[src/source/ps_axi_pkg.sv]
package ps_axi_pkg;

	// Bus widths
	localparam int DATA_W = 32;
	localparam int INDEX_W = 8; // Address is a word index

	typedef logic [DATA_W-1:0] data_t;
	typedef logic [INDEX_W-1:0] index_t;
	typedef logic [1:0] resp_t;

	// AXI response codes
	localparam resp_t OKAY = 2'b00;
	localparam resp_t SLVERR = 2'b10;

endpackage

[src/source/ps_mem_if.sv]
`timescale 1ns/100ps

interface ps_mem_if;
	import ps_axi_pkg::*;

	logic write_req; // Level held until wcomplete
	index_t windex;
	data_t wdata;

	logic read_req; // Level held until rcomplete
	index_t rindex;

	// One-cycle completion pulses from the bank
	logic wcomplete;
	logic rcomplete;

	modport hd (
		output write_req, windex, wdata, read_req, rindex,
		input wcomplete, rcomplete
	);

	modport bank (
		input write_req, windex, wdata, read_req, rindex,
		output wcomplete, rcomplete
	);
endinterface

[src/source/ps_req_if.sv]
`timescale 1ns/100ps

interface ps_req_if;
	import ps_axi_pkg::*;

	// Write index and data arrive as separate strobes
	logic have_windex;
	index_t windex;
	logic have_wdata;
	data_t wdata;

	// Read side carries the bank word along with its index
	logic have_rdata;
	index_t rindex;
	data_t rdata;

	modport rx (
		output have_windex, windex, have_wdata, wdata,
		output have_rdata, rindex, rdata
	);

	modport hd (
		input have_windex, windex, have_wdata, wdata,
		input have_rdata, rindex, rdata
	);
endinterface

[src/source/axi_lite_receiver.sv]
`timescale 1ns/100ps

module axi_lite_receiver #(
	parameter int MEM_DEPTH = 64,
	parameter int REQ_BUFFER_SZ = 4
) (
	input logic clk,
	input logic rst,
	input logic awvalid,
	output logic awready,
	input ps_axi_pkg::index_t awaddr,
	input logic wvalid,
	output logic wready,
	input ps_axi_pkg::data_t wdata,
	input logic arvalid,
	output logic arready,
	input ps_axi_pkg::index_t araddr,
	input logic bvalid,
	input logic bready,
	input logic rvalid,
	input logic rready,
	output ps_axi_pkg::index_t bank_raddr,
	input ps_axi_pkg::data_t bank_rdata,
	ps_req_if.rx req
);
	import ps_axi_pkg::*;

	typedef logic [$clog2(REQ_BUFFER_SZ):0] cnt_t;

	cnt_t aw_cnt, w_cnt, ar_cnt; // Accepted but not yet answered
	logic aw_hs, w_hs, ar_hs, b_hs, r_hs;
	logic ar_pend; // Bank read in flight
	index_t ar_index;
	logic ar_in_range;

	function automatic cnt_t next_cnt(cnt_t cnt, logic inc, logic dec);
		return cnt + cnt_t'(inc) - cnt_t'(dec);
	endfunction

	assign awready = (aw_cnt != cnt_t'(REQ_BUFFER_SZ));
	assign wready = (w_cnt != cnt_t'(REQ_BUFFER_SZ));
	assign arready = (ar_cnt != cnt_t'(REQ_BUFFER_SZ));

	assign aw_hs = awvalid && awready;
	assign w_hs = wvalid && wready;
	assign ar_hs = arvalid && arready;
	assign b_hs = bvalid && bready;
	assign r_hs = rvalid && rready;

	assign bank_raddr = araddr; // Bank samples the index on the AR edge

	always_ff @(posedge clk) begin
		if (rst) begin
			aw_cnt <= '0;
			w_cnt <= '0;
			ar_cnt <= '0;
			ar_pend <= 1'b0;
			req.have_windex <= 1'b0;
			req.have_wdata <= 1'b0;
			req.have_rdata <= 1'b0;
		end else begin
			aw_cnt <= next_cnt(aw_cnt, aw_hs, b_hs);
			w_cnt <= next_cnt(w_cnt, w_hs, b_hs);
			ar_cnt <= next_cnt(ar_cnt, ar_hs, r_hs);
			req.have_windex <= aw_hs;
			req.have_wdata <= w_hs;
			ar_pend <= ar_hs;
			req.have_rdata <= ar_pend; // Bank word is valid one cycle after AR
		end
	end

	// Payload stages
	always_ff @(posedge clk) begin
		if (aw_hs) req.windex <= awaddr;
		if (w_hs) req.wdata <= wdata;
		if (ar_hs) begin
			ar_index <= araddr;
			ar_in_range <= (araddr < MEM_DEPTH);
		end
		if (ar_pend) begin
			req.rindex <= ar_index;
			req.rdata <= ar_in_range ? bank_rdata : '0; // Unimplemented words read as zero
		end
	end

	a_no_overflow: assert property (@(posedge clk) disable iff (rst)
		aw_cnt <= REQ_BUFFER_SZ && w_cnt <= REQ_BUFFER_SZ && ar_cnt <= REQ_BUFFER_SZ);

	// A response must never come back without an accepted request behind it
	a_no_underflow: assert property (@(posedge clk) disable iff (rst)
		(b_hs |-> (aw_cnt != 0 && w_cnt != 0)) and (r_hs |-> ar_cnt != 0));
endmodule

[src/source/ps_axi_top.sv]
`timescale 1ns/100ps

module ps_axi_top #(
	parameter int MEM_DEPTH = 64,
	parameter int REQ_BUFFER_SZ = 4
) (
	input logic clk,
	input logic rst,
	input logic awvalid,
	output logic awready,
	input ps_axi_pkg::index_t awaddr,
	input logic wvalid,
	output logic wready,
	input ps_axi_pkg::data_t wdata,
	output logic bvalid,
	input logic bready,
	output ps_axi_pkg::resp_t bresp,
	input logic arvalid,
	output logic arready,
	input ps_axi_pkg::index_t araddr,
	output logic rvalid,
	input logic rready,
	output ps_axi_pkg::data_t rdata,
	output ps_axi_pkg::resp_t rresp
);
	import ps_axi_pkg::*;

	index_t bank_raddr;
	data_t bank_rdata;

	ps_req_if req_if ();
	ps_mem_if mem_if ();

	assign rresp = OKAY; // Reads never fail

	axi_lite_receiver #(
		.MEM_DEPTH(MEM_DEPTH),
		.REQ_BUFFER_SZ(REQ_BUFFER_SZ)
	) u_rx (
		.clk(clk),
		.rst(rst),
		.awvalid(awvalid),
		.awready(awready),
		.awaddr(awaddr),
		.wvalid(wvalid),
		.wready(wready),
		.wdata(wdata),
		.arvalid(arvalid),
		.arready(arready),
		.araddr(araddr),
		.bvalid(bvalid),
		.bready(bready),
		.rvalid(rvalid),
		.rready(rready),
		.bank_raddr(bank_raddr),
		.bank_rdata(bank_rdata),
		.req(req_if.rx)
	);

	ps_reqhandler #(
		.MEM_DEPTH(MEM_DEPTH),
		.REQ_BUFFER_SZ(REQ_BUFFER_SZ)
	) u_handler (
		.clk(clk),
		.rst(rst),
		.transmit_wrsp_rdy(bready),
		.transmit_rdata_rdy(rready),
		.wresp(bresp),
		.transmit_wresp(bvalid),
		.transmit_rdata(rvalid),
		.rdata_out(rdata),
		.req(req_if.hd),
		.mem(mem_if.hd)
	);

	ps_reg_bank #(
		.MEM_DEPTH(MEM_DEPTH)
	) u_bank (
		.clk(clk),
		.rst(rst),
		.raddr(bank_raddr),
		.rdata(bank_rdata),
		.mem(mem_if.bank)
	);
endmodule

[src/source/ps_reg_bank.sv]
`timescale 1ns/100ps

module ps_reg_bank #(
	parameter int MEM_DEPTH = 64
) (
	input logic clk,
	input logic rst,
	input ps_axi_pkg::index_t raddr,
	output ps_axi_pkg::data_t rdata,
	ps_mem_if.bank mem
);
	import ps_axi_pkg::*;

	localparam int ROW_W = $clog2(MEM_DEPTH);

	data_t regs [MEM_DEPTH];
	logic w_pending;

	assign w_pending = mem.write_req && !mem.wcomplete;

	always_ff @(posedge clk) begin
		if (rst) begin
			for (int i = 0; i < MEM_DEPTH; i++) begin
				regs[i] <= '0;
			end
			mem.wcomplete <= 1'b0;
			mem.rcomplete <= 1'b0;
		end else begin
			mem.wcomplete <= w_pending;
			// A read slot only goes out when no write is waiting
			mem.rcomplete <= mem.read_req && !mem.rcomplete && !w_pending;
			if (mem.wcomplete && mem.windex < MEM_DEPTH) begin
				regs[mem.windex[ROW_W-1:0]] <= mem.wdata; // Out-of-range writes dropped
			end
		end
	end

	// Read port with the range checked in the receiver
	always_ff @(posedge clk) begin
		rdata <= regs[raddr[ROW_W-1:0]];
	end

	a_one_completion: assert property (@(posedge clk) disable iff (rst)
		!(mem.wcomplete && mem.rcomplete));
endmodule

[src/source/ps_reqhandler.sv]
`timescale 1ns/100ps

module ps_reqhandler #(
	parameter int MEM_DEPTH = 64,
	parameter int REQ_BUFFER_SZ = 4
) (
	input logic clk,
	input logic rst,
	input logic transmit_wrsp_rdy,
	input logic transmit_rdata_rdy,
	output ps_axi_pkg::resp_t wresp,
	output logic transmit_wresp,
	output logic transmit_rdata,
	output ps_axi_pkg::data_t rdata_out,
	ps_req_if.hd req,
	ps_mem_if.hd mem
);
	import ps_axi_pkg::*;

	typedef logic [$clog2(REQ_BUFFER_SZ):0] ptr_t;
	typedef logic [$clog2(REQ_BUFFER_SZ)-1:0] sel_t;
	typedef enum logic [1:0] {IDLE, REQUEST, SEND} rsp_state_t;

	rsp_state_t w_state, r_state;
	ptr_t wi_ptr, wd_ptr, rd_ptr; // Entry counts with the top at ptr-1
	sel_t w_sel, r_sel;           // Entry being served
	index_t wi_buf [REQ_BUFFER_SZ];
	data_t wd_buf [REQ_BUFFER_SZ];
	index_t ri_buf [REQ_BUFFER_SZ];
	data_t rd_buf [REQ_BUFFER_SZ];
	logic wi_push, wd_push, rd_push;
	logic w_pop, r_pop;

	assign w_pop = (w_state == REQUEST) && mem.wcomplete;
	assign r_pop = (r_state == SEND) && transmit_rdata_rdy;

	// A full stack still takes a push when an entry leaves in the same cycle
	assign wi_push = req.have_windex && (wi_ptr < REQ_BUFFER_SZ || w_pop);
	assign wd_push = req.have_wdata && (wd_ptr < REQ_BUFFER_SZ || w_pop);
	assign rd_push = req.have_rdata && (rd_ptr < REQ_BUFFER_SZ || r_pop);

	always_comb begin
		mem.write_req = (w_state == REQUEST) && !mem.wcomplete;
		mem.windex = wi_buf[w_sel];
		mem.wdata = wd_buf[w_sel];
		mem.read_req = (r_state == REQUEST) && !mem.rcomplete;
		mem.rindex = ri_buf[r_sel];
		rdata_out = rd_buf[r_sel]; // Entries below the top never move while served
	end

	// A pop closes the gap above the served entry
	always_ff @(posedge clk) begin
		for (int i = 0; i < REQ_BUFFER_SZ - 1; i++) begin
			if (w_pop && i >= w_sel) begin
				wi_buf[i] <= wi_buf[i + 1];
				wd_buf[i] <= wd_buf[i + 1];
			end
			if (r_pop && i >= r_sel) begin
				ri_buf[i] <= ri_buf[i + 1];
				rd_buf[i] <= rd_buf[i + 1];
			end
		end
		if (wi_push) wi_buf[sel_t'(w_pop ? wi_ptr - 1'b1 : wi_ptr)] <= req.windex;
		if (wd_push) wd_buf[sel_t'(w_pop ? wd_ptr - 1'b1 : wd_ptr)] <= req.wdata;
		if (rd_push) begin
			ri_buf[sel_t'(r_pop ? rd_ptr - 1'b1 : rd_ptr)] <= req.rindex;
			rd_buf[sel_t'(r_pop ? rd_ptr - 1'b1 : rd_ptr)] <= req.rdata;
		end
	end

	always_ff @(posedge clk) begin
		if (rst) begin
			wi_ptr <= '0;
			wd_ptr <= '0;
			rd_ptr <= '0;
			w_sel <= '0;
			r_sel <= '0;
			w_state <= IDLE;
			r_state <= IDLE;
			transmit_wresp <= 1'b0;
			transmit_rdata <= 1'b0;
			wresp <= OKAY;
		end else begin
			wi_ptr <= wi_ptr + ptr_t'(wi_push) - ptr_t'(w_pop);
			wd_ptr <= wd_ptr + ptr_t'(wd_push) - ptr_t'(w_pop);
			rd_ptr <= rd_ptr + ptr_t'(rd_push) - ptr_t'(r_pop);

			case (w_state)
				IDLE: begin
					// Wait for a complete index/data pair with nothing landing
					if (wd_ptr != 0 && wd_ptr == wi_ptr &&
						!req.have_windex && !req.have_wdata) begin
						w_sel <= sel_t'(wd_ptr - 1'b1);
						w_state <= REQUEST;
					end
				end
				REQUEST: begin
					if (mem.wcomplete) begin
						wresp <= (mem.windex < MEM_DEPTH) ? OKAY : SLVERR;
						transmit_wresp <= 1'b1;
						w_state <= SEND;
					end
				end
				SEND: begin
					if (transmit_wrsp_rdy) begin
						transmit_wresp <= 1'b0;
						w_state <= IDLE;
					end
				end
				default: w_state <= IDLE;
			endcase

			case (r_state)
				IDLE: begin
					if (rd_ptr != 0 && !req.have_rdata) begin
						r_sel <= sel_t'(rd_ptr - 1'b1); // Newest read goes first
						r_state <= REQUEST;
					end
				end
				REQUEST: begin
					if (mem.rcomplete) begin
						transmit_rdata <= 1'b1;
						r_state <= SEND;
					end
				end
				SEND: begin
					if (transmit_rdata_rdy) begin
						transmit_rdata <= 1'b0;
						r_state <= IDLE;
					end
				end
				default: r_state <= IDLE;
			endcase
		end
	end

	a_ptr_bound: assert property (@(posedge clk) disable iff (rst)
		wi_ptr <= REQ_BUFFER_SZ && wd_ptr <= REQ_BUFFER_SZ && rd_ptr <= REQ_BUFFER_SZ);

	// Responses hold steady under back-pressure
	a_b_hold: assert property (@(posedge clk) disable iff (rst)
		transmit_wresp && !transmit_wrsp_rdy |=> transmit_wresp && $stable(wresp));
	a_r_hold: assert property (@(posedge clk) disable iff (rst)
		transmit_rdata && !transmit_rdata_rdy |=> transmit_rdata && $stable(rdata_out));
endmodule

[config.mk]
export PLATFORM = sky130hd
export DESIGN_NAME = ps_axi_top
export DESIGN_NICKNAME = d
export VERILOG_FILES = /design/src/source/ps_axi_pkg.sv /design/src/source/ps_mem_if.sv /design/src/source/ps_req_if.sv /design/src/source/axi_lite_receiver.sv /design/src/source/ps_axi_top.sv /design/src/source/ps_reg_bank.sv /design/src/source/ps_reqhandler.sv
export SDC_FILE = /design/constraint.sdc
export NUM_CORES = 2
export LEC_CHECK = 0
export BUFFER_PORTS_ARGS = -buffer_cell sky130_fd_sc_hd__buf_2
export CAP_MARGIN = 0
export CELL_PAD_IN_SITES_DETAIL_PLACEMENT = 1
export CELL_PAD_IN_SITES_GLOBAL_PLACEMENT = 1
export CORE_MARGIN = 2
export CORE_UTILIZATION = 39
export CTS_BUF_LIST = sky130_fd_sc_hd__clkbuf_4 sky130_fd_sc_hd__clkbuf_8
export CTS_CLUSTER_DIAMETER = 50
export DETAILED_ROUTE_END_ITERATION = 6
export GPL_ROUTABILITY_DRIVEN = 0
export GPL_TIMING_DRIVEN = 0
export PLACE_DENSITY = 0.66
export RECOVER_POWER = 50
export SYNTH_ARGS = -nofsm -noshare
export SYNTH_HDL_FRONTEND = slang
export SYNTH_SLANG_ARGS = --single-unit
export TNS_END_PERCENT = 30
[constraint.sdc]
create_clock -name clk -period 11 [get_ports clk]
set_clock_uncertainty 0.15 [all_clocks]
set_input_delay 0.55 -clock clk [delete_from_list [all_inputs] [get_ports clk]]
set_output_delay 0.55 -clock clk [all_outputs]
set_load 0.05 [all_outputs]
==> results.cfg <==
[status]
outcome = finished, violations left
violations = DRC, capacitance limit, slew limit

[die]
die_w_um = 525
dieHeight_um = 525
start_util_pct = 39.1
die_area_um2 = 275000
num_rows = 191
core_um2 = 270000
ios = 96

[placed_design]
dp_slack_ns = 4.46
dp.cells = 10800
dpl-instance-area_um2 = 114000
hpwl_mm = 306
io_buffer_count = 88

[layout]
final_area_um2 = 122000
final_cell_count_no_fill = 11600
drive_above_1_share_pct = 22.1
synthToLayoutAreaGrowth_pct = 15.2
fin_nets = 7757

[global_route]
grtUsageTotal_pct = 31.4
grt_pass1_vias = 71400
antenna_found_initial = 42
grt_max_degree = 35
grt_first_pass_wirelength_mm = 591
overflow = 0

[clocking]
clkSinkCount = 2480
clockBufferDepth = 4
cts_setup_buffers = 0
cts.repair.resized = 0
clk_latency_ns = 1.09
cts_hold_buf = 46
cts_root_buf = clkbuf_8
cts_made_buffers = 422
cts_tree = done
path_clk_slew_ns = 0.06
h-tree-depth = 5

[worst_setup_path]
end_kind = flop
cp_max_fo = 19
critPathArrivalTime_ns = 8.81
critPathKind = flop to flop
cp_data_required_time_ns = 11.58
start_kind = flop
rr_worst_depth = 6

[timing]
period_needed_ns = 8.24
final_hold_viol_count = 0
setup_viol = 0
drv_slew = 945
worst_slew_pin_slew_ns = 4.65
clock.fmax_ghz = 0.121
fin_tns_setup_ns = 0
worst_slack_ns = 2.76
slew_headroom_pct = -214
rsz0062_at_grt = false
finalCritPeriodShare_pct = 74.9

[drt]
wirelength_mm = 439
wl_per_cell_um = 37.9
drtAntennaViolNets = 0
dr.pass1.iters = 7
post_drt_via_cell_ratio = 6.11
drcViolationCount = 3
vias = 70900
first_iter_violations = 11000

[flow_run]
cap_violations = 54

[logic_synthesis]
yosysUniqueCellTypes = 61
syn_avg_cell_area_um2 = 15.1
yosysSeqAreaShare_pct = 69.8
yosysWarnings = 0
synth-edff-count = 2409
synth_seq_cells = 2480
syn_inst = 6992
synthArstFlopShare_pct = 0
synth_flop_cell = edfxtp_1
syn_area_um2 = 106000

[power]
p_switching_w = 0.00742
clock_power_share_pct = 35.9
p_sw_share_pct = 31.3
power.internal_w = 0.0163
seqPwrFrac_pct = 46.2
vdd_drop_max_mv = 0.124
power_density_nw_per_um2 = 195
power_w = 0.0237
comb_power_share_pct = 17.9
p_leak_nw = 42.3

[min_path]
hold_depth = 2
hold_path.class = primary input to flop
## worst paths after layout
check / startpoint / endpoint / slack, ns
worst max register to register: flop / u_bank.regs[5][9] / 2.76
worst min register to register: u_handler.rd_ptr[0] / flop / 0.33
worst min-delay path: awaddr[3] / u_rx.req.windex[3] / 0.06
worst max-delay path: flop / u_bank.regs[5][9] / 2.76
## worst max-delay path, cell delays in order, from the launching register on
cell      delay (ns)
dfxtp_1         0.30
clkbuf_1        0.62
mux4_2          0.73
nor4b_1         3.59
nand3_1         1.23
nand2b_2        1.01
buf_16          0.25
## synth_stat cells (all sizes together), types with 29 or more instances
library cell,count,area (um^2)
a21oi,55,275
a221oi,72,631
a22o,45,394
and2,42,263
buf,118,527
clkbuf,520,1950
dfxtp,71,1420
edfxtp,2409,72300
inv,29,109
mux2,296,3330
mux2i,180,1800
mux4,493,11100
nand2,83,312
nand2b,80,500
nand3,45,225
nor2,2113,7930
nor2b,29,181
o21ai,46,230
o22ai,76,475
## cells by family (layout without fill, tap and decap cells)
logic type | Yosys count | count (layout) | synth area share, %
AO/OA/AOI/OAI | 384 | 384 | 2.60
XOR/XNOR | 15 | 15 | 0.124
adder cells (fa/ha/maj) | 20 | 20 | 0.279
buffers and inverters | 668 | 1690 | 2.45
flip-flops | 2480 | 2480 | 69.8
multiplexers | 969 | 969 | 15.4
other | 1 | 23 | 0.00355
AND/OR/NAND/NOR | 2455 | 2455 | 9.36
## registers in the layout, summed over array words and instances, names as in the netlist, 2 cells and up, named ones only
name	cells
u_handler.r_sel	2
u_bank.rdata	32
u_handler.w_state	2
u_rx.w_cnt	3
u_handler.rd_ptr	3
u_rx.aw_cnt	3
u_handler.wd_buf	128
u_handler.r_state	2
u_rx.req.rdata	32
u_rx.ar_cnt	3
u_handler.wi_buf	32
u_rx.req.windex	8
u_rx.req.wdata	32
u_handler.wd_ptr	3
u_handler.wi_ptr	3
u_handler.w_sel	2
u_handler.rd_buf	128
u_bank.regs	2048
## routing by layer
metal / share of wire, % / global-route usage, % / up-vias
met1: 35 / 37.9 / 36900
li1: - / - / 27500
met2: 43 / 46.0 / 5163
met4: 9.0 / 23.7 / 24
met5: 0.041 / 0 / -
met3: 13 / 11.1 / 1376
## power groups by stage
stage               Clock [W]  Sequential (W)  Combinational, W
detailed placement          0          0.0111           0.00410
floorplan                   0          0.0110           0.00183
global route          0.00889          0.0110           0.00424
finish                0.00851          0.0109           0.00425
global placement            0          0.0111           0.00374
CTS                   0.00850          0.0109           0.00413
## per-stage QoR
stage,util (%),hold slack (ns)
after floorplan,-,0.275
after global placement,40.9,0.312
after detailed placement,42.1,0.336
after CTS,45.4,0.0173
after global routing,45.0,0.0531
final,45.1,0.0636
## placed cells by master (no fill, tap or decap), drive strengths merged, types with 20 or more instances in the layout
cell type / n
dfxtp: 71
buf: 252
diode: 20
clkinv: 128
nand3: 45
o221ai: 27
mux2: 296
inv: 39
o22ai: 76
a22o: 45
edfxtp: 2409
and2: 42
clkbuf: 1203
nor2: 2113
nor2b: 29
nand2b: 80
a221oi: 72
o21ai: 46
mux4: 493
mux2i: 180
a21oi: 55
nand2: 83
dlygate4sd3: 46
## area by class of cell
class,instances,area [um^2]
Antenna cell,20,50.0
Sequential cell,2480,73800
Timing Repair Buffer,264,2740
Multi-Input combinational cell,3846,29700
Clock inverter,159,1110
Inverter,30,113
Clock buffer,599,7240
Fill cell,27100,148000
Buffer,638,2530
Tap cell,3570,4470
Power figures use the tool's default switching activity.
